<file path="config.mk">
export PLATFORM = sky130hd
export DESIGN_NAME = avmm_burst_fsm
export DESIGN_NICKNAME = d
export VERILOG_FILES = /design/src/rtl/avmm_pkg.sv /design/src/rtl/avmm_burst_fsm.sv
export SDC_FILE = /design/constraint.sdc
export NUM_CORES = 1
export LEC_CHECK = 0
export BUFFER_PORTS_ARGS = -buffer_cell sky130_fd_sc_hd__buf_2
export CAP_MARGIN = 20
export CELL_PAD_IN_SITES_DETAIL_PLACEMENT = 1
export CELL_PAD_IN_SITES_GLOBAL_PLACEMENT = 1
export CORE_MARGIN = 2
export CORE_UTILIZATION = 10
export DETAILED_ROUTE_END_ITERATION = 12
export HOLD_SLACK_MARGIN = 0.05
export PLACE_DENSITY = 0.82
export SLEW_MARGIN = 30
export SYNTH_ARGS = -nofsm -noshare
export SYNTH_HDL_FRONTEND = slang
export SYNTH_SLANG_ARGS = --single-unit
export TNS_END_PERCENT = 5
</file>
<file path="constraint.sdc">
create_clock -name clk -period 1.2 [get_ports clk]
set_input_delay 0.24 -clock clk [delete_from_list [all_inputs] [get_ports clk]]
set_output_delay 0.24 -clock clk [all_outputs]
set_load 0.1 [all_outputs]
</file>
<file path="src/rtl/avmm_pkg.sv">
// Avalon-MM memory subsystem shared definitions
// Bus widths, memory geometry, request/response structs and enums

`default_nettype none

package avmm_pkg;

    // Bus geometry
    localparam int ADDR_WIDTH      = 8;
    localparam int DATA_WIDTH      = 32;
    localparam int BE_WIDTH        = DATA_WIDTH / 8;
    localparam int BURST_CNT_WIDTH = 4;

    // Memory depth in words, matching the full word address space
    localparam int MEM_WORDS       = 256;

    // Register stages placed between the host port and the memory slave
    localparam int N_REG_STAGES    = 2;

    // Avalon response codes, only the two used here are named
    typedef enum logic [1:0] {
        RESP_OKAY        = 2'b00,
        RESP_DECODEERROR = 2'b11
    } avmm_resp_e;

    // Command travelling from the host towards the memory
    typedef struct packed {
        logic                       read;
        logic                       write;
        logic [ADDR_WIDTH-1:0]      address;
        logic [BURST_CNT_WIDTH-1:0] burstcount;
        logic [DATA_WIDTH-1:0]      writedata;
        logic [BE_WIDTH-1:0]        byteenable;
    } avmm_req_t;

    // Read response travelling back to the host
    typedef struct packed {
        logic                  readdatavalid;
        logic [DATA_WIDTH-1:0] readdata;
        avmm_resp_e            response;
    } avmm_rsp_t;

    // Memory slave control states
    typedef enum logic [1:0] {
        ST_IDLE,
        ST_WRITE_BURST,
        ST_READ_BURST
    } burst_state_e;

endpackage

`default_nettype wire

</file>
<file path="src/rtl/avmm_burst_fsm.sv">
// Memory slave control FSM
// Accepts Avalon commands, drives waitrequest and sequences the beats
// of write and read bursts through the beat counter

`timescale 1ns/1ps
`default_nettype none

module avmm_burst_fsm
    import avmm_pkg::*;
(
    input  wire            clk,
    input  wire            arst_n,

    input  wire avmm_req_t req,
    output logic           waitrequest,

    // Beat counter control
    output logic           beat_load,
    output logic           beat_step,
    input  wire            last_beat,

    // Per-beat strobes to the storage array
    output logic           wr_en,
    output logic           rd_en
);

    burst_state_e state_q;
    burst_state_e state_d;

    always_comb
    begin
        state_d     = state_q;
        waitrequest = 1'b0;
        beat_load   = 1'b0;
        beat_step   = 1'b0;
        wr_en       = 1'b0;
        rd_en       = 1'b0;

        case (state_q)
            ST_IDLE:
            begin
                if (req.write)
                begin
                    // The first write beat lands in the acceptance cycle,
                    // so the counter is loaded already stepped past it
                    beat_load = 1'b1;
                    beat_step = 1'b1;
                    wr_en     = 1'b1;
                    // Counter is not loaded yet, use the live burstcount
                    if (req.burstcount > BURST_CNT_WIDTH'(1))
                    begin
                        state_d = ST_WRITE_BURST;
                    end
                end
                else if (req.read)
                begin
                    // Read beats start in the next cycle from index 0
                    beat_load = 1'b1;
                    state_d   = ST_READ_BURST;
                end
            end

            ST_WRITE_BURST:
            begin
                // Idle cycles between write beats are allowed
                if (req.write)
                begin
                    beat_step = 1'b1;
                    wr_en     = 1'b1;
                    if (last_beat)
                    begin
                        state_d = ST_IDLE;
                    end
                end
            end

            ST_READ_BURST:
            begin
                // Further commands wait until every read beat is issued
                waitrequest = 1'b1;
                beat_step   = 1'b1;
                rd_en       = 1'b1;
                if (last_beat)
                begin
                    state_d = ST_IDLE;
                end
            end

            default:
            begin
                state_d = ST_IDLE;
            end
        endcase
    end

    always_ff @(posedge clk or negedge arst_n)
    begin
        if (!arst_n)
        begin
            state_q <= ST_IDLE;
        end
        else
        begin
            state_q <= state_d;
        end
    end

endmodule

`default_nettype wire

</file>
* Word level (Yosys, flattened, before mapping)
Index checks and enable logic that the tools add are counted.
** Storage, ports and cells
- Flip-flop bits (word level) :: 2
- Input bits :: 53
- Word-level logic and storage cells :: 23
** Operators by class
- Magnitude comparators :: 1
- Equal/unequal tests :: 5
- Muxes and demuxes :: 13
- Reduce and logical (&&, ||, !) cells :: 3
** Operators with widths (number)
- $mux W2 :: 5
- $mux W1 :: 6
- $ne A3 B3 Y1 const B :: 2
- $pmux W2 S3 :: 1
- $gt A4 B1 Y1 const B :: 1
- $reduce_and A3 Y1 :: 1
- $eq A2 B1 Y1 const B :: 1
- $eq A2 B2 Y1 const B :: 1
- $logic_not A2 Y1 :: 1
- $ne A2 B2 Y1 const B :: 1
- $pmux W1 S2 :: 1
- $reduce_or A2 Y1 :: 1

* Logic depth before layout (Yosys ltp)
- Depth in word-level cells :: 4
- Gate-level depth with buffers :: 5
- Depth with buffers taken out :: 5

* Worst setup path before layout
No wires, ideal clock.
- Path kind :: register -> output
- Start point :: register state_q[1]
- End point :: output port wr_en
- Arrival time :: 2017 ps
- Required time :: 960 ps
- Setup slack :: -1057 ps
- Cell stages (with the launch flop) :: 5
- Buffers on the path :: 0
- Path through :: dfrtp_1 > inv_1 > ha_1 > nor2_1 > nor2_1
** On the way
- Cells in the longest elaborated chain, start to end :: 3
** Ends and longest elaborated chain
- start: declaration :: line avmm_burst_fsm.sv:27 : burst_state_e state_q;
- start signal: assignment :: line avmm_burst_fsm.sv:104 : state_q <= state_d;
- $eq A2 B1 Y1 / $logic_not A2 Y1 (equally long branches) :: line avmm_burst_fsm.sv:39 : case (state_q)
- $reduce_or A2 Y1 (no line) *
- $mux W1 *
- end: declaration :: line avmm_burst_fsm.sv:23 : output logic wr_en,
Mark *: on every way between the ends. The rest lies on a longest branch, timed or not.

* Worst setup path after layout
- Start point :: register state_q[0]
- End point :: output port wr_en
The elaborated chain is that of the path after synthesis.

==> results.ini <==
[timing]
whs_ps = 335.9
final.min_clock_period_ps = 1442
period_share_pct = 120.2
tightest_slew_ps = 285.6
fmax_ghz = 0.6933
rsz0062_at_grt = true
setup_violations = 7
slew_headroom_pct = 80.90
skew_ps = 4.847
slew_viol_final = 0
setup_ws_ps = -242.5
final_hold_viol_count = 0

[clocking]
cts_htree_levels = 1
cts_max_path_buffers = 2
clock-sinks = 2
clkTransAtPathRegs_ps = 30
cts_inserted_buffers = 3
cts_tree = built
cts_root_buf = clkbuf_4
insertion_delay_ps = 220

[power]
p_leak_nw = 0.2179
p_total_mw = 1.967
power_per_cell_area_nw_per_um2 = 3573
ir_worst_vdd_mv = 1.005

[yosys]
yosysSeqAreaShare_pct = 21.98
synth_ff_type = dfrtp_1
synthSimpleGateAreaFrac_pct = 28.02
yosys-top-cells-count = ha_1, inv_1, nor2_1, dfrtp_1, nand2b_1
synth-edff-count = 0
synth_compound_area_share_pct = 25.27
yosys-top-cells-area = dfrtp_1, ha_1, a221oi_2
syn_nets = 81
synthAdderAreaFrac_pct = 16.48
synthDistinctLibCells = 17
syn-cell-area_um2 = 227.7
synth_cells = 25
synth_top_area_share_pct = 21.98
synth_top_family_by_area = simple AND/OR/NAND/NOR gates
async_flop_share_pct = 100.0
muxShareOfSynthArea_pct = 0
avgSynthCellArea_um2 = 9.109
synth_xor_area_share_pct = 0
ys_ff_latch = 2
ys_warn_count = 0
yosysTopAreaCell = dfrtp_1

[worst_hold_path]
min-delay-path-class = in2async

[worst_setup_path]
path_max_fanout = 3
cpMaxStageDelayCell = dfrtp_2
cp_slowest_stage_delay_ps = 440
crit_arrival_ps = 1200
worstPathRequired_ps = 960
crit_path_end_kind = output port
crit_path_start_kind = flop
path_cells = inv_4 -> ha_4 -> nor2_2 -> nor2_4 -> buf_12
critPathKind = reg2out

[floorplan]
ios = 58
rows = 17
start_util_pct = 10.39
die_y_um = 51.72
design.core.area_um2 = 2191
die_w_um = 51.72
dieArea_um2 = 2675

[global_routing]
grt_overflow = 0
gr-usage-all-layers_pct = 6.450
grt_pass1_wl_um = 1255
antenna_found_initial = 0
grt_max_degree = 6
grt_pass1_vias = 290

[layout]
top_regs = state_q (2)
largest_reg_flops = 2
top_register = state_q
synthToLayoutAreaGrowth_pct = 141.8
final_layout_size_suffix_gt1_share_pct = 78.26
nets = 104
diodes = 0

[status]
violations = negative setup slack
status = complete, but fails checks

[detailed_routing]
first_iter_violations = 4
via_count = 263
drc_errors = 0
wirelength_um = 735
wl_per_cell_um = 9.932
drt_first_pass_iters = 3
vias_per_cell = 3.554
ant_nets = 0

[placement]
place_congestion = 0.7600
hpwl_um = 597
port_buffers = 12

[job]
drv_cap = 0

==> layout by cell type, fill, tap and decap left out <==
cell | netlist | routed
a21oi_4 | 0 | 1
ha_4 | 0 | 3
nor2_2 | 0 | 1
buf_4 | 1 | 5
nor3_1 | 1 | 1
inv_1 | 3 | 1
nor2_4 | 0 | 2
buf_2 | 0 | 7
a221oi_2 | 1 | 1
inv_2 | 0 | 1
inv_4 | 0 | 1
o21a_4 | 0 | 1
dlygate4sd3_1 | 0 | 1
o211ai_1 | 1 | 1
nor2b_1 | 1 | 1
buf_12 | 0 | 5
nand2b_1 | 2 | 2
clkbuf_4 | 0 | 3
o32ai_1 | 1 | 1
buf_6 | 0 | 1
dfrtp_2 | 0 | 2
nor2b_4 | 1 | 1
o21ai_0 | 1 | 1
o311ai_1 | 1 | 1
nor4b_2 | 1 | 1
==> worst max-delay path: cells and delay by family (launching register included) <==
kind | cells | cell delay (ps)
fa+ha+maj | 1 | 150
flops | 1 | 440
buf+inv | 2 | 260
simple gates | 2 | 140
==> power by group <==
| part | internal (mW) | switching [mW] | leakage (nW) |
|---|---|---|---|
| Clock | 0.111 | 0.0394 | 0.0138 |
| Sequential | 0.108 | 0.0456 | 0.0230 |
| Combinational | 0.723 | 0.941 | 0.181 |
| Total | 0.941 | 1.03 | 0.218 |
==> layout make-up <==
type	instances	area [um2]
Fill cell	249	1640
Multi-Input combinational cell	19	232.7
Timing Repair Buffer	19	193.9
Sequential cell	2	52.55
Tap cell	28	35.03
Clock buffer	3	22.52
Inverter	3	13.76
==> path summary, 6_finish.rpt <==
| path | slack [ps] | from | depth (start not counted) | endpoint |
|---|---|---|---|---|
| min in group clk | 430 | req[49] | 3 | state_q[1] |
| max in group asynchronous | 750 | arst_n | 2 | state_q[1] |
| hold reg to reg | 720 | state_q[1] | 3 | state_q[1] |
| hold / removal | 340 | arst_n | 2 | state_q[0] |
| setup / recovery | -240 | state_q[0] | 5 | wr_en |
| setup reg to reg | -180 | state_q[0] | 5 | state_q[0] |
==> through the flow <==
stage          setup WS (ps)  util, %  cell area [um2]  setup TNS, ps  instances
2_1_floorplan         -286.5        -            292.8          -1083         25
3_3_place_gp          -99.07    22.50            493.0         -225.3         69
3_5_place_dp          -177.4    22.50            493.0         -458.6         69
4_1_cts               -261.0    24.61            539.3          -1651         74
5_1_grt               -285.2    25.13            550.5          -1743         74
6_report              -242.5    25.13            550.5          -1466         74
==> layer usage <==
metal | GRT usage, % | part of all wire (%) | up-vias
li1 | - | - | 132
met1 | 7.679 | 39 | 122
met2 | 10.26 | 53 | 9
met3 | 0.8621 | 7.9 | 0
met4 | 5.263 | 0 | 0
met5 | 0 | 0 | -
==> kinds of logic (layout without fill, tap and decap cells) <==
| family | count (synthesis) | count (layout) |
|---|---|---|
| flops | 2 | 2 |
| compound gates | 7 | 7 |
| simple gates | 9 | 9 |
| fa+ha+maj | 3 | 3 |
| buf+inv | 4 | 25 |
==> what timing repair did <==
action,CTS,global route
pin swaps,3,1
buffers inserted,1,0
endpoints found under the setup margin,7,7
hold buffers,1,0
hold endpoints to repair,2,0
resized for setup,1,3
Note: power is estimated with default switching activity, not from simulation.
