`config.mk`:
```
export PLATFORM = sky130hd
export DESIGN_NAME = avmm_beat_counter
export DESIGN_NICKNAME = d
export VERILOG_FILES = /design/src/rtl/avmm_pkg.sv /design/src/rtl/avmm_beat_counter.sv
export SDC_FILE = /design/constraint.sdc
export NUM_CORES = 1
export LEC_CHECK = 0
export BUFFER_PORTS_ARGS = -buffer_cell sky130_fd_sc_hd__buf_2
export CAP_MARGIN = 25
export CORE_MARGIN = 2
export CORE_UTILIZATION = 45
export CTS_CLUSTER_DIAMETER = 100
export DETAILED_ROUTE_END_ITERATION = 8
export PLACE_DENSITY_LB_ADDON = 0.2
export SLEW_MARGIN = 20
export SYNTH_ARGS = -nofsm -noshare
export SYNTH_HDL_FRONTEND = slang
export SYNTH_SLANG_ARGS = --single-unit
```
`constraint.sdc`:
```
create_clock -name clk -period 5.9 [get_ports clk]
set_input_delay 1.77 -clock clk [delete_from_list [all_inputs] [get_ports clk]]
set_output_delay 1.77 -clock clk [all_outputs]
set_load 0.02 [all_outputs]
```
`src/rtl/avmm_pkg.sv`:
```
// Avalon-MM memory subsystem shared definitions
// Bus widths, memory geometry, request/response structs and enums

`default_nettype none

package avmm_pkg;

    // Bus geometry
    localparam int ADDR_WIDTH      = 8;
    localparam int DATA_WIDTH      = 32;
    localparam int BE_WIDTH        = DATA_WIDTH / 8;
    localparam int BURST_CNT_WIDTH = 4;

    // Memory depth in words, matching the full word address space
    localparam int MEM_WORDS       = 256;

    // Register stages placed between the host port and the memory slave
    localparam int N_REG_STAGES    = 2;

    // Avalon response codes, only the two used here are named
    typedef enum logic [1:0] {
        RESP_OKAY        = 2'b00,
        RESP_DECODEERROR = 2'b11
    } avmm_resp_e;

    // Command travelling from the host towards the memory
    typedef struct packed {
        logic                       read;
        logic                       write;
        logic [ADDR_WIDTH-1:0]      address;
        logic [BURST_CNT_WIDTH-1:0] burstcount;
        logic [DATA_WIDTH-1:0]      writedata;
        logic [BE_WIDTH-1:0]        byteenable;
    } avmm_req_t;

    // Read response travelling back to the host
    typedef struct packed {
        logic                  readdatavalid;
        logic [DATA_WIDTH-1:0] readdata;
        avmm_resp_e            response;
    } avmm_rsp_t;

    // Memory slave control states
    typedef enum logic [1:0] {
        ST_IDLE,
        ST_WRITE_BURST,
        ST_READ_BURST
    } burst_state_e;

endpackage

`default_nettype wire

```
`src/rtl/avmm_beat_counter.sv`:
```
// Burst beat counter
// Holds the burst base address and beat index and gives the beat address,
// the last-beat flag and an error for beats past the memory top

`timescale 1ns/1ps
`default_nettype none

module avmm_beat_counter
    import avmm_pkg::*;
(
    input  wire                             clk,
    input  wire                             arst_n,
    input  wire                             load,
    input  wire                             step,
    input  wire logic [ADDR_WIDTH-1:0]      base_addr,
    input  wire logic [BURST_CNT_WIDTH-1:0] burstcount,
    output logic      [ADDR_WIDTH-1:0]      beat_addr,
    output logic                            last_beat,
    output logic                            out_of_range
);

    logic [ADDR_WIDTH-1:0]      base_q;
    logic [BURST_CNT_WIDTH-1:0] bc_q;
    logic [BURST_CNT_WIDTH-1:0] idx_q;
    logic [ADDR_WIDTH:0]        beat_sum;

    always_ff @(posedge clk or negedge arst_n)
    begin
        if (!arst_n)
        begin
            bc_q  <= '0;
            idx_q <= '0;
        end
        else if (load)
        begin
            bc_q  <= burstcount;
            // Load and step together means beat 0 is consumed right away
            idx_q <= step ? BURST_CNT_WIDTH'(1) : '0;
        end
        else if (step)
        begin
            idx_q <= idx_q + BURST_CNT_WIDTH'(1);
        end
    end

    // Base address is payload and only matters after a load
    always_ff @(posedge clk)
    begin
        if (load)
        begin
            base_q <= base_addr;
        end
    end

    // One extra bit catches the carry out of the top word
    assign beat_sum     = {1'b0, base_q} + (ADDR_WIDTH + 1)'(idx_q);
    assign beat_addr    = beat_sum[ADDR_WIDTH-1:0];
    assign out_of_range = beat_sum[ADDR_WIDTH];
    assign last_beat    = (idx_q == bc_q - BURST_CNT_WIDTH'(1));

endmodule

`default_nettype wire

```
# == Yosys cells after proc, flatten, opt, wreduce, memory -nomap -nowiden ==
# Cells that the tools add are included.
# Widths: inputs -> output; s select.
# op_classes
addsub,3
eq_ne,1
muxes,3
reduce_logical,1
# op_table
cell,count
$add 8x4->9,1
$mux 4,2
$add 4x1->4 const B,1
$eq 4x4->1,1
$sub 4x1->4 const B,1
$reduce_bool 2->1,1
$mux 1,1
# totals
ff_bits,16
inputBits,16
out_inout_bits,10
wordCells,11

# == Longest topological paths before layout ==
# depth
word_depth,3
mapped_depth,5
ltp_nobuf,5

# == Worst setup path after synthesis ==
# No wires, ideal clock.
# synth_path
path_kind,register -> output
start,register idx_q[0]
end,output beat_addr[4]
arrival_ns,1.659
t_required_ns,4.130
setup_slack_ns,2.471
stages_incl_launch_ff,6
path_buffers,0
cell_sequence,dfrtp_1 -> ha_1 -> fa_1 -> a21o_1 -> a21oi_1 -> xnor2_1
# synth_via
elab_chain_len,1
# synth_lines
element,line,source
from (decl),avmm_beat_counter.sv:24,logic [BURST_CNT_WIDTH-1:0] idx_q;
from (signal assigned),avmm_beat_counter.sv:38,idx_q <= step ? BURST_CNT_WIDTH'(1) : '0;
from (signal assigned),avmm_beat_counter.sv:42,idx_q <= idx_q + BURST_CNT_WIDTH'(1);
$add 8x4->9,avmm_beat_counter.sv:56,"assign beat_sum = {1'b0, base_q} + (ADDR_WIDTH + 1)'(idx_q);"
to (decl),avmm_beat_counter.sv:17,"output logic [ADDR_WIDTH-1:0] beat_addr,"
# No other way between the ends.

# == Worst setup path after layout ==
# Same ends and word-level chain as after synthesis.

==> results.txt <==
The run finished with clean final reports. For the number of clock buffers inserted by TritonCTS, the log shows 3. The worst path required time came out at 4.13 ns.

Number of nets in the finished design: 126. The routed via count divided by cell count was 4.907; the arrival time at the worst endpoint was 2.08 ns. The run gives 1 as the H-tree depth reported by CTS.

The top cell types in the final layout, fill and taps aside, are 25 x sky130_fd_sc_hd__buf_2, 11 x sky130_fd_sc_hd__xnor2_1, 8 x sky130_fd_sc_hd__edfxtp_1, 8 x sky130_fd_sc_hd__dfrtp_1, 6 x sky130_fd_sc_hd__ha_1. The hold path startpoint was bc_q[3]. The type of the worst setup path is flop to output pin. The met3 routing resource usage after global routing is 1.227%.

The logs give 76 for the post-synthesis instance total and 0 for the number of diodes added for antenna fixing. The cell area reported after detailed placement came out at 1052 um2. The actual transition at the worst max-transition pin came out at 0.3263 ns. The logs give 4 for the total iterations of the first detailed-routing run and 4 for the DRC marker count from the first detailed-route iteration.

TritonCTS built the clock tree. Summed over all nets, the half-perimeter wirelength after detailed placement is 1181 um. The logs give 47.10% for the starting utilization of the core area and 260.0 MHz for the top achievable clock speed.

Startpoint of the lowest-slack register-to-register path: idx_q[1]. The logs give 586 for the via count of the first global-routing pass and 0 for the number of pins exceeding their max-slew limit in the final report. The worst IR drop on VDD is 169.0 uV. The height of the die came out at 49.09 um.

Met1 track demand over resource: 19.68%. In this run the most used layer during global routing was met1. The combined global-route utilization of all metal layers came out at 13.27%. The wire length per cell after detailed routing is 11.01 um. The logs give 2 for the number of buffers on the longest clock path and 0 for the count of nets left with antenna violations after detail routing.

The cell leakage power is 0.4898 nW, and the cell count of the worst reg-to-reg path is 4. The worst path needs 3.846 ns of the cycle, external delays included. Of the available clock period, the critical path in the final layout requires 65.18%. The number of max-cap violations was 0; the layout-stage area growth over the synthesis result was 17.92%. The logs give 1420 um for the final wirelength and 99 for the post-synthesis net count. The kind of start point of the critical path was a flop.

The floorplan step set the die width to 49.09 um. For the post-route cell area, the log shows 1079 um2. For the first-pass GRT wire length, the log shows 2456 um. The path with the worst hold slack has its endpoint at bc_q[3]. Setup repair after global routing left no endpoint under its margin. During I/O placement, the number of pins put on the boundary was 26. The logs give 4.80 ns for the minimum setup slack among reg-to-reg paths and 2409 um2 for the area of the die. Residual DRC count: 0.

The later pin in the worst-skew pair is clocked with a latency of 0.27 ns. After synthesis the cells add up to 914.6 um2. The tools report the setup total negative slack as 0 ns. For the hold violation count in the final report, the log shows 0.

The critical register-to-register path endpoint is idx_q[2]. After synthesis, the netlist uses 25 different library cells. Buffer count from post-CTS setup fixing: 0. The number of sinks on the clock net is 16. The cell sitting at the root of the clock tree is a sky130_fd_sc_hd__clkbuf_4. For the initial antenna violation count, the log shows 0. The number of buffer cells added on primary ports works out to 25.

The run gives 19 as the largest net degree at the start of global routing. At the end of routability-driven placement, the weighted congestion stood at 0.7928. Cells with a size suffix above 1 make up 33.33% of the layout. For the worst relative slew slack, the log shows 78.24%.

During synthesis, Yosys emitted a total of 0 warnings. The row count is 16. Each instance of the synthesized netlist takes up on average 12.03 um2. The worst setup path is captured at an output pin.

After clock tree synthesis, the clock-pin slew on the worst setup and hold paths is 0.08 ns. The number of hold-repair buffers added at the cts stage was 0. The number of stages on the worst hold path was 1; the synthesized flop and latch total was 16.

The power density over cell area came out at 251.1 nW/um2. The floorplan step defined a core boundary enclosing 1942 um2. For the final database, setup skew stands at 0.0001324 ns. The min-delay analysis places its worst path in the category flop to flop. The most common cell after layout, fill and taps aside is sky130_fd_sc_hd__buf_2. After clock tree synthesis, the repair step resized 0 gates. After global routing the overflow that remains totals 0.

Setup-violating endpoint count in the final report: 0. Along the worst path, the maximum fanout reaches 5. For this run, the register share of the synthesized area comes to 48.15%. Across all layers, the routed design uses 633 vias.

Met2 track demand over resource in global routing: 19.14%.
power by group:
part           leakage [nW]  internal [mW]  switching (mW)
Sequential            0.179          0.127          0.0108
Combinational         0.296         0.0338          0.0426
Clock                0.0150         0.0262          0.0300
final cells by class:
class,count,area [um2]
inverters,2,7.507
flip-flops and latches,16,440.4
fillers,183,863.3
clock buffers,4,26.28
well taps,27,33.78
repair buffers,25,125.1
multi-input cells,55,445.4
layer usage:
metal  up-vias  wire length (um)  part of all wire, %
met1       288               704                   50
met5         -                 0                    0
met4         0                12                 0.85
met3         2                67                  4.7
li1        326                 -                    -
met2        17               635                   45
cells by family after synthesis:
logic type                 count (synthesis)  synth area share [%]
AOI/OAI and AO/OA                         12                 9.850
xor gates and xnor gates                  14                 13.41
adders and majority gates                  7                 10.40
buffers and inverters                      5                 3.147
DFF                                       16                 48.15
muxes                                      3                 3.557
and+or+nand+nor                           19                 11.49
state kept, by name (all words and copies together) (netlist names):
signal / cells
base_q: 8
bc_q: 4
idx_q: 4
worst max-delay path: stages, from the launching register on:
cell                      delay, ns
sky130_fd_sc_hd__dfrtp_1       0.44
sky130_fd_sc_hd__ha_1          0.24
sky130_fd_sc_hd__fa_1          0.41
sky130_fd_sc_hd__a21o_1        0.18
sky130_fd_sc_hd__a21oi_1       0.20
sky130_fd_sc_hd__xnor2_1       0.14
sky130_fd_sc_hd__buf_2         0.18
worst max-delay path by stage:
stage | from | to | slack, ns | depth (start not counted)
2_1_floorplan | idx_q[0] | beat_addr[4] | 2.47 | 5
3_3_place_gp | idx_q[0] | beat_addr[4] | 2.39 | 6
3_5_place_dp | idx_q[0] | beat_addr[4] | 2.33 | 6
4_1_cts | idx_q[0] | beat_addr[4] | 2.02 | 6
5_1_grt | idx_q[0] | beat_addr[4] | 1.93 | 6
6_report | idx_q[0] | beat_addr[4] | 2.05 | 6
cells in the mapped netlist (all sizes together):
cell | count | area, um2
ha | 6 | 75.07
buf | 3 | 21.27
nor4 | 1 | 12.51
nor3 | 1 | 10.01
xor2 | 3 | 26.28
a22oi | 1 | 12.51
nand2 | 5 | 18.77
mux2 | 2 | 22.52
edfxtp | 8 | 240.2
a21oi | 4 | 20.02
nand3 | 1 | 5.000
xnor2 | 11 | 96.34
nor2 | 4 | 15.01
a21o | 3 | 22.52
and3 | 2 | 12.51
nand4 | 4 | 25.02
o32ai | 1 | 16.27
mux2i | 1 | 10.01
o21ai | 2 | 10.01
nand2b | 1 | 6.260
fa | 1 | 20.02
dfrtp | 8 | 200.2
inv | 2 | 7.510
a32oi | 1 | 8.760
metrics by stage:
step | util [%] | power, mW | hold slack [ns] | worst slack, ns | cells
finish | 55.54 | 0.2709 | 0.5349 | 2.054 | 129
global route | 55.54 | 0.2894 | 0.5565 | 1.926 | 129
CTS | 55.54 | 0.2759 | 0.5407 | 2.020 | 129
detailed placement | 54.19 | 0.2181 | 0.5210 | 2.333 | 125
global placement | 54.19 | 0.2162 | 0.5159 | 2.387 | 125
floorplan | - | 0.1967 | 0.5020 | 2.471 | 76
Power figures use the tool's default switching activity.
