## config.mk

```make
export PLATFORM = sky130hd
export DESIGN_NAME = avmm_pipe
export DESIGN_NICKNAME = d
export VERILOG_FILES = /design/src/rtl/avmm_pkg.sv /design/src/rtl/avmm_bridge.sv /design/src/rtl/avmm_pipe.sv
export SDC_FILE = /design/constraint.sdc
export NUM_CORES = 1
export LEC_CHECK = 0
export ABC_AREA = 1
export BUFFER_PORTS_ARGS = -buffer_cell sky130_fd_sc_hd__buf_2
export CAP_MARGIN = 20
export CORE_UTILIZATION = 45
export DETAILED_ROUTE_END_ITERATION = 7
export PLACE_DENSITY = 0.71
export SLEW_MARGIN = 20
export SYNTH_ARGS = -nofsm -noshare
export SYNTH_HDL_FRONTEND = slang
export SYNTH_SLANG_ARGS = --single-unit
```

## constraint.sdc

```tcl
create_clock -name clk -period 3 [get_ports clk]
set_input_delay 0.3 -clock clk [delete_from_list [all_inputs] [get_ports clk]]
set_output_delay 0.3 -clock clk [all_outputs]
set_load 0.03 [all_outputs]
```

## src/rtl/avmm_pkg.sv

```systemverilog
// Avalon-MM memory subsystem shared definitions
// Bus widths, memory geometry, request/response structs and enums

`default_nettype none

package avmm_pkg;

    // Bus geometry
    localparam int ADDR_WIDTH      = 8;
    localparam int DATA_WIDTH      = 32;
    localparam int BE_WIDTH        = DATA_WIDTH / 8;
    localparam int BURST_CNT_WIDTH = 4;

    // Memory depth in words, matching the full word address space
    localparam int MEM_WORDS       = 256;

    // Register stages placed between the host port and the memory slave
    localparam int N_REG_STAGES    = 2;

    // Avalon response codes, only the two used here are named
    typedef enum logic [1:0] {
        RESP_OKAY        = 2'b00,
        RESP_DECODEERROR = 2'b11
    } avmm_resp_e;

    // Command travelling from the host towards the memory
    typedef struct packed {
        logic                       read;
        logic                       write;
        logic [ADDR_WIDTH-1:0]      address;
        logic [BURST_CNT_WIDTH-1:0] burstcount;
        logic [DATA_WIDTH-1:0]      writedata;
        logic [BE_WIDTH-1:0]        byteenable;
    } avmm_req_t;

    // Read response travelling back to the host
    typedef struct packed {
        logic                  readdatavalid;
        logic [DATA_WIDTH-1:0] readdata;
        avmm_resp_e            response;
    } avmm_rsp_t;

    // Memory slave control states
    typedef enum logic [1:0] {
        ST_IDLE,
        ST_WRITE_BURST,
        ST_READ_BURST
    } burst_state_e;

endpackage

`default_nettype wire

```

## src/rtl/avmm_bridge.sv

```systemverilog
// Avalon-MM register stage
// The command path goes through an output register backed by a one-entry
// skid register, so upstream waitrequest comes straight from a flop.
// The response path is a plain one-cycle register.

`timescale 1ns/1ps
`default_nettype none

module avmm_bridge
    import avmm_pkg::*;
(
    input  wire            clk,
    input  wire            arst_n,

    // Upstream side, facing the host
    input  wire avmm_req_t up_req,
    output logic           up_waitrequest,
    output avmm_rsp_t      up_rsp,

    // Downstream side, facing the memory
    output avmm_req_t      dn_req,
    input  wire            dn_waitrequest,
    input  wire avmm_rsp_t dn_rsp
);

    avmm_req_t out_req;
    avmm_req_t skid_req;
    logic      skid_valid;
    avmm_rsp_t rsp_q;

    logic      up_fire;
    logic      out_busy;

    // A command is taken from upstream whenever the skid is empty
    assign up_fire  = (up_req.read | up_req.write) & ~up_waitrequest;

    // The output register is stuck while it holds a command the
    // downstream side has not taken yet
    assign out_busy = (out_req.read | out_req.write) & dn_waitrequest;

    always_ff @(posedge clk or negedge arst_n)
    begin
        if (!arst_n)
        begin
            out_req    <= '0;
            skid_req   <= '0;
            skid_valid <= 1'b0;
        end
        else if (!out_busy)
        begin
            // The output register is free, so the skid entry drains first
            // to keep commands in order
            if (skid_valid)
            begin
                out_req    <= skid_req;
                skid_valid <= 1'b0;
            end
            else
            begin
                // With the skid empty upstream sees no stall, so anything
                // presented here is a real transfer or an idle cycle
                out_req <= up_req;
            end
        end
        else if (up_fire)
        begin
            // Downstream stalled while a new command arrived, park it
            skid_req   <= up_req;
            skid_valid <= 1'b1;
        end
    end

    // Stall upstream only while the skid entry is occupied
    assign up_waitrequest = skid_valid;
    assign dn_req         = out_req;

    // Responses cannot be back-pressured, one register is all they need
    always_ff @(posedge clk or negedge arst_n)
    begin
        if (!arst_n)
        begin
            rsp_q <= '0;
        end
        else
        begin
            rsp_q <= dn_rsp;
        end
    end

    assign up_rsp = rsp_q;

endmodule

`default_nettype wire

```

## src/rtl/avmm_pipe.sv

```systemverilog
// Avalon-MM pipeline chain
// Places a configurable number of register stages between the host port
// and the memory port, or connects them directly when the count is zero

`timescale 1ns/1ps
`default_nettype none

module avmm_pipe
    import avmm_pkg::*;
#(
    parameter int N_REG_STAGES = 1
)
(
    input  wire            clk,
    input  wire            arst_n,

    input  wire avmm_req_t host_req,
    output logic           host_waitrequest,
    output avmm_rsp_t      host_rsp,

    output avmm_req_t      mem_req,
    input  wire            mem_waitrequest,
    input  wire avmm_rsp_t mem_rsp
);

    generate
        if (N_REG_STAGES == 0)
        begin : g_wires
            assign mem_req          = host_req;
            assign host_waitrequest = mem_waitrequest;
            assign host_rsp         = mem_rsp;
        end
        else
        begin : g_regs
            // Set 0 is the host port and the last set is the memory port
            avmm_req_t stage_req  [0:N_REG_STAGES];
            logic      stage_wait [0:N_REG_STAGES];
            avmm_rsp_t stage_rsp  [0:N_REG_STAGES];

            assign stage_req[0]     = host_req;
            assign host_waitrequest = stage_wait[0];
            assign host_rsp         = stage_rsp[0];

            // Bridge s sits between set s-1 and set s
            for (genvar s = 1; s <= N_REG_STAGES; s++)
            begin : g_stage
                avmm_bridge i_bridge (
                    .clk            (clk),
                    .arst_n         (arst_n),
                    .up_req         (stage_req[s-1]),
                    .up_waitrequest (stage_wait[s-1]),
                    .up_rsp         (stage_rsp[s-1]),
                    .dn_req         (stage_req[s]),
                    .dn_waitrequest (stage_wait[s]),
                    .dn_rsp         (stage_rsp[s])
                );
            end

            assign mem_req                  = stage_req[N_REG_STAGES];
            assign stage_wait[N_REG_STAGES] = mem_waitrequest;
            assign stage_rsp[N_REG_STAGES]  = mem_rsp;
        end
    endgenerate

endmodule

`default_nettype wire

```

# Yosys cells after proc, flatten, opt, wreduce, memory -nomap -nowiden
# Cells that the tools add are included.
[classes]
eq_ne = 1
n_mux = 3
bitwise_logic = 5
reduce_logical = 1
[op_table]
columns = ["cell", "count"]
rows = [
  ["50-bit two-way mux", 1],
  ["1-bit AND", 2],
  ["1-bit two-way mux", 2],
  ["2-bit by 1-bit != test with 1-bit output, second input constant", 1],
  ["1-bit bitwise OR", 2],
  ["2-bit AND reduction", 1],
  ["1-bit NOT", 1],
]
[totals]
regBits = 136
in_bits = 88
output_inout_bits = 86
elab_cells = 26

# Longest topological paths before layout
# Gate-level depths: netlist of the first run.
[logic_depth]
word_depth = 4
depth_mapped = 9
mapped_depth_nobuf = 6

# Least setup slack after synthesis of the first run
# OpenSTA, ideal clock, no wires.
[synth_path]
path_kind = "flip-flop to flip-flop"
start = "register g_regs.g_stage[1].i_bridge.skid_valid"
end = "register g_regs.g_stage[1].i_bridge.skid_req[18] (netlist bit)"
setup_time_ns = 0.116
arrival_ns = 1.292
t_required_ns = 2.884
slack_ns = 1.591
path_stages_with_launch = 10
path_buffers = 3
synth_period_minus_slack_ns = 1.409
cell_sequence = "dfrtp_1 -> buf_6 -> inv_4 -> nand2_2 -> nand2_2 -> nand2_2 -> buf_6 -> buf_6 -> nand2_2 -> nand2_1"
[synth_via]
elab_chain_len = 3
[synth_lines]
columns = ["element", "line", "rtl"]
rows = [
  ["start: declaration", "avmm_bridge.sv:28", "logic skid_valid;"],
  ["start signal: assignment", "avmm_bridge.sv:47", "skid_valid <= 1'b0;"],
  ["start signal: assignment", "avmm_bridge.sv:56", "skid_valid <= 1'b0;"],
  ["start signal: assignment", "avmm_bridge.sv:69", "skid_valid <= 1'b1;"],
  ["1-bit NOT", "avmm_bridge.sv:35", "assign up_fire = (up_req.read | up_req.write) & ~up_waitrequest;"],
  ["1-bit AND", "avmm_bridge.sv:35", ""],
  ["2-bit AND reduction (no line)", "-", ""],
  ["end signal: assignment", "avmm_bridge.sv:68", "skid_req <= up_req;"],
  ["end: declaration", "avmm_bridge.sv:27", "avmm_req_t skid_req;"],
]
# No other way between the ends.
# A chain may end at the register's enable or synchronous reset.

# Worst setup path after layout of the first run
[layout_path]
start = "register g_regs.g_stage[1].i_bridge.skid_valid"
end = "register g_regs.g_stage[1].i_bridge.skid_req[4] (netlist bit)"
# The elaborated chain is that of the path after synthesis.

==> flow_summary.toml, run 1 <==
[run_status]
status = "finished, violations left"
violations = "design-rule violations"

[sta]
fin_crit_ps = 2150
tightest_slew_ps = 1000
tns_ps = 0
rsz0062_at_grt = "no"
hold_slack_ps = 126
slew_viol_final = 0
skew_ps = 6.20
timing.final.crit_share = 0.717
timing.fmax_mhz = 465
slew_headroom = 0.328
hold_viol = 0
final-setup-viol-count = 0

[yosys]
syn_area_um2 = 5440
synth-seq-area-share = 0.625
yosys_register_bits = 136
yosysWarnings = 0
yosys-top-cells-area = "dfrtp_1, nand2_1, nand3_1, buf_2, nand2_2"
synthDistinctLibCells = 13
syn_area_per_cell_um2 = 8.58
synth_top_area_cell = "dfrtp_1"
postSynthCellCount = 634
synth_nets = 722
yosysTopAreaCellShare = 0.625

[setup_path]
cp-end-kind = "register"
cp-start-kind = "register"
crit_chain = "inv_4, nand2_2, nand2_2, nand2_2, nand2_1, nand2_1"
critPathArrivalTime_ps = 2450
r2r-end = "g_regs.g_stage[1].i_bridge.skid_req[4]"
cp.depth = 6
endpoint = "g_regs.g_stage[1].i_bridge.skid_req[4]"
crit_top_cell = "nand2_2"
rr_worst_depth = 6
crit_path_top_delay_cell = "nand2_2"
critPathLaunch = "g_regs.g_stage[1].i_bridge.up_waitrequest"
r2r-start = "g_regs.g_stage[1].i_bridge.up_waitrequest"
path_delay_family = "simple AND/OR/NAND/NOR gates"
crit_buf_inv = 1
max_stage_delay_ps = 560
r2r_setup_slack_ps = 850
path_max_fanout = 50
cp.required_ps = 3290
setup.worst_path.class = "reg -> reg"

[clock_network]
hold_buffers = 36
clk_pin_slew_ps = 60
cts.sinks = 136
cts.repair.resized = 0
cts_max_path_buffers = 2
cts_buffers = 17
cts_tree = "yes"
cts_max_level = 4
root_buffer = "clkbuf_16"
clk_latency_ps = 420
postCtsSetupRepairBufs = 0

[floorplan]
rows = 39
dieWidth_um = 112
die_h_um = 112
num_io_pins = 174
die-area_um2 = 12500
coreArea_um2 = 11600
initial_utilization = 0.469

[place]
dp.cells = 921
io_buffers = 173
finalWeightedCongestion = 0.778
hpwl_um = 8310

[power]
pwr_density_cell_nw_per_um2 = 1050
vdd_drop_max_v = 0.000541
power_frac_comb = 0.348
power_frac_clock = 0.281
seq_power_share = 0.371
leakage_nw = 4.16
switching_share = 0.399
p_sw_mw = 3.08
power.total_mw = 7.73
p_int_mw = 4.65

[drt]
drtPass1Iterations = 7
drc_errors = 6
vias_per_cell = 4.79
antenna_left = 0
drt_iter0_markers = 363
num_vias = 4738
drt-total-wl_um = 13700
routedWlPerCell_um = 13.8

[global_route]
grt_first_pass_wirelength_um = 22600
grt_pass1_vias = 4609
grt.overflow.total = 0
grt_usage = 0.232
antenna_found_initial = 1
grt_max_degree = 92

[finish]
area_delta_synth_final_pct = 34.8
final_nets = 921
fin_cells = 990
nFillCells = 990
final_layout_size_suffix_gt1_frac = 0.272

[min_path]
min_from = "host_req[47]"
hp-class = "in -> reg"

[job]
maxCapViolations = 0
cell type report:
class,count,area [um2],share of cell area
clock buffers,19,453,0.0618
diodes,1,2.50,0.000341
flip-flops and latches,136,3400,0.464
well taps,143,179,0.0244
clock inverters,13,168,0.0229
inverters,5,21.3,0.00290
repair buffers,217,1290,0.176
multi-input cells,456,1810,0.247
registers in the layout (all words and copies together) (netlist names):
| name | flops |
|---|---|
| g_regs.g_stage.i_bridge.dn_req | 50 |
| g_regs.g_stage.i_bridge.skid_req | 50 |
| g_regs.g_stage.i_bridge.up_rsp | 35 |
| g_regs.g_stage.i_bridge.up_waitrequest | 1 |
cells in the mapped netlist:
master and n:
buf_2 19, buf_4 2, buf_6 5, clkbuf_1 11
clkinv_1 1, dfrtp_1 136, inv_1 3, inv_4 1
nand2_1 390, nand2_2 14, nand3_1 48, nor2_1 3
nor2_2 1
cell usage in the layout (no fill, tap or decap):
cell	count
inv_1	3
dfrtp_2	1
nor2_4	1
clkbuf_16	17
nand2_1	390
inv_4	1
clkinv_4	3
buf_6	1
dfrtp_1	135
buf_2	172
clkinvlp_4	2
dlygate4sd3_1	36
buf_4	8
inv_6	3
nor2_1	3
bufinv_16	3
nand3_1	48
nand2_2	14
diode_2	1
clkinv_1	1
clkbuf_8	2
clkinv_2	2
logic make-up (layout without fill, tap and decap cells):
group	Yosys count	after routing	share of synthesized area
AND/OR/NAND/NOR	456	456	0.332
buffers and inverters	42	254	0.0421
flip-flops	136	136	0.625
other	0	1	0
worst min path at each step:
stage / to / cells past startpoint
after floorplan: g_regs.g_stage[1].i_bridge.dn_req[0] / 0
after global placement: g_regs.g_stage[1].i_bridge.up_rsp[5] / 1
after detailed placement: g_regs.g_stage[1].i_bridge.up_rsp[8] / 1
after CTS: g_regs.g_stage[1].i_bridge.skid_req[35] / 3
after global routing: g_regs.g_stage[1].i_bridge.skid_req[38] / 3
final: g_regs.g_stage[1].i_bridge.skid_req[47] / 3
layer usage:
layer  share of wire  wire length (um)  global-route usage
met1            0.42              5800               0.292
met2            0.50              6890               0.383
met3           0.052               715              0.0523
met4           0.023               312               0.107
met5               0                 0                   0
power groups by stage:
stage	combinational (mW)	sequential, mW	clock [mW]
5_1_grt	2.99	2.96	2.28
2_1_floorplan	1.24	3.57	0
3_3_place_gp	2.62	2.87	0
6_report	2.69	2.87	2.17
4_1_cts	2.72	2.87	2.20
3_5_place_dp	2.68	2.89	0
per-stage QoR:
| step | setup WS, ps | utilization | area, um2 |
|---|---|---|---|
| 5_1_grt | 658 | 0.632 | 7330 |
| 3_5_place_dp | 899 | 0.547 | 6350 |
| 2_1_floorplan | 1590 | - | 5440 |
| 4_1_cts | 843 | 0.631 | 7330 |
| 6_report | 848 | 0.632 | 7330 |
| 3_3_place_gp | 986 | 0.547 | 6350 |
worst register-to-register path: cells and delay by family (launching register included):
kind                   cells  cell delay, ps
buffers and inverters      1             390
and+or+nand+nor            5            1230
DFF                        1             420
Note: power is estimated with default switching activity, not from simulation.
==> inputs of run 2 (changes only) <==
--- a/config.mk
+++ b/config.mk
@@ -10,7 +10,7 @@
 export CAP_MARGIN = 20
 export CORE_UTILIZATION = 45
 export DETAILED_ROUTE_END_ITERATION = 7
-export PLACE_DENSITY = 0.71
+export PLACE_DENSITY = 0.74
 export SLEW_MARGIN = 20
 export SYNTH_ARGS = -nofsm -noshare
 export SYNTH_HDL_FRONTEND = slang
==> constraint.sdc (replaced) <==
create_clock -name clk -period 1.9 [get_ports clk]
set_input_delay 0.19 -clock clk [delete_from_list [all_inputs] [get_ports clk]]
set_output_delay 0.19 -clock clk [all_outputs]
set_load 0.03 [all_outputs]
==> flow_summary.toml, run 2 (synthesis results as in run 1) <==
[place]
finalWeightedCongestion = 0.788
hpwl_um = 8770
dp.cells = 927
io_buffers = 173

[floorplan]
die_h_um = 112
coreArea_um2 = 11600
initial_utilization = 0.469
die-area_um2 = 12500
rows = 39
num_io_pins = 174
dieWidth_um = 112

[finish]
final_layout_size_suffix_gt1_frac = 0.276
final_nets = 927
final_common_cell = "nand2_1"
fin_cells = 996
nFillCells = 993
area_delta_synth_final_pct = 35.2
final_cell_mix = "nand2_1, buf_2, dfrtp_1"

[clock_network]
cts_max_path_buffers = 2
cts_tree = "yes"
cts.sinks = 136
cts_max_level = 4
cts_buffers = 17
clk_latency_ps = 420
clk_pin_slew_ps = 50
root_buffer = "clkbuf_16"

[power]
p_sw_mw = 4.84
switching_share = 0.405
power_frac_clock = 0.256
leakage_nw = 4.17
vdd_drop_max_v = 0.000750
p_int_mw = 7.12
seq_power_share = 0.381
power_frac_comb = 0.363
pwr_density_cell_nw_per_um2 = 1630

[job]
maxCapViolations = 0

[global_route]
antenna_found_initial = 1
grt_max_degree = 67
busiest_layer = "met2"
grt.overflow.total = 0
use_met1 = 0.292
grt_usage = 0.236
grt_pass1_vias = 4794
grt_use_met3 = 0.0544
met2_usage = 0.392
grt_first_pass_wirelength_um = 22900

[drt]
drt_iter0_markers = 428
drt-total-wl_um = 13900
drtPass1Iterations = 8
antenna_left = 0
drc_errors = 6
num_vias = 4798
routedWlPerCell_um = 14.0
vias_per_cell = 4.82

[sta]
fin_crit_ps = 1780
slew_headroom = 0.626
rsz0062_at_grt = "no"
hold_viol = 0
final-setup-viol-count = 0
tns_ps = 0
tightest_slew_ps = 561
timing.fmax_mhz = 561
slew_viol_final = 0
skew_ps = 7.02
timing.final.crit_share = 0.938

[setup_path]
r2r_setup_slack_ps = 390
crit_buf_inv = 2
rr_worst_depth = 7
r2r-start = "g_regs.g_stage[1].i_bridge.up_waitrequest"
setup.worst_path.class = "reg -> out"
cp-end-kind = "output port"
critPathArrivalTime_ps = 1590
cp.depth = 2
path_delay_family = "buffers and inverters"
max_stage_delay_ps = 480
crit_chain = "buf_4, buf_2"
cp-start-kind = "register"
r2r-end = "g_regs.g_stage[1].i_bridge.skid_req[8]"
crit_path_top_delay_cell = "buf_4"
endpoint = "host_waitrequest"
critPathLaunch = "g_regs.g_stage[1].i_bridge.up_waitrequest"
path_max_fanout = 52
cp.required_ps = 1710

[run_status]
status = "finished, violations left"
violations = "design-rule violations"

[min_path]
hp-class = "in -> reg"
[run 2: cell count changes in the layout (fill, tap and decap cells not counted), sizes merged]
cell      before  now
clkinvlp       2    5
clkinv         6    5
clkbuf        19   21
bufinv         3    1
inv            7    5
buf          181  187
[run 2: what timing repair did]
item	CTS	global route
resized for setup	0	0
setup buffers	0	0
endpoints found under the hold margin	82	0
hold buffers	36	0
endpoints found under the setup margin	0	0
[run 2: worst min path at each step]
stage / startpoint / endpoint / slack, ps / cells past startpoint
floorplan: arst_n / g_regs.g_stage[1].i_bridge.dn_req[0] / -110 / 0
global placement: arst_n / g_regs.g_stage[1].i_bridge.up_rsp[31] / 150 / 1
detailed placement: arst_n / g_regs.g_stage[1].i_bridge.up_rsp[28] / 160 / 1
CTS: host_req[46] / g_regs.g_stage[1].i_bridge.skid_req[46] / 8 / 3
global route: host_req[46] / g_regs.g_stage[1].i_bridge.skid_req[46] / 20 / 3
finish: host_req[46] / g_regs.g_stage[1].i_bridge.skid_req[46] / 20 / 3
[run 2: tightest hold or removal path, delay by kind of cell]
| kind | cells | cell delay (ps) |
|---|---|---|
| simple gates | 2 | 130 |
| buf+inv | 1 | 90 |
[run 2: area by class of cell]
| cell class | count | area [um2] | area share |
|---|---|---|---|
| multi-input cells | 456 | 1810 | 0.247 |
| diodes | 1 | 2.50 | 0.000340 |
| repair buffers | 223 | 1380 | 0.187 |
| inverters | 5 | 21.3 | 0.00289 |
| flip-flops and latches | 136 | 3400 | 0.463 |
| clock inverters | 11 | 100 | 0.0136 |
| clock buffers | 21 | 460 | 0.0626 |
| well taps | 143 | 179 | 0.0243 |
[run 2: stage by stage]
| step | cell area [um2] | total power, mW | setup slack (ps) | utilization | hold WS [ps] |
|---|---|---|---|---|---|
| floorplan | 5440 | 7.59 | 491 | - | -106 |
| CTS | 7350 | 12.0 | 115 | 0.633 | 8.01 |
| global placement | 6430 | 8.73 | 444 | 0.554 | 152 |
| global route | 7360 | 12.7 | 37.5 | 0.633 | 15.3 |
| detailed placement | 6430 | 8.87 | 397 | 0.554 | 160 |
| finish | 7360 | 12.0 | 117 | 0.633 | 24.1 |
[run 2: power groups by stage]
stage | clock (mW) | combinational [mW] | sequential [mW]
4_1_cts | 3.12 | 4.37 | 4.56
5_1_grt | 3.24 | 4.81 | 4.67
3_3_place_gp | 0 | 4.19 | 4.54
3_5_place_dp | 0 | 4.30 | 4.57
2_1_floorplan | 0 | 1.95 | 5.64
6_report | 3.06 | 4.35 | 4.56
[run 2: layer usage]
metal  share of wire  up-vias  wire, um
met4           0.026        0       357
met2            0.51      171      7080
met3           0.054       27       745
met5               0        -         0
li1                -     2343         -
met1            0.41     2257      5740
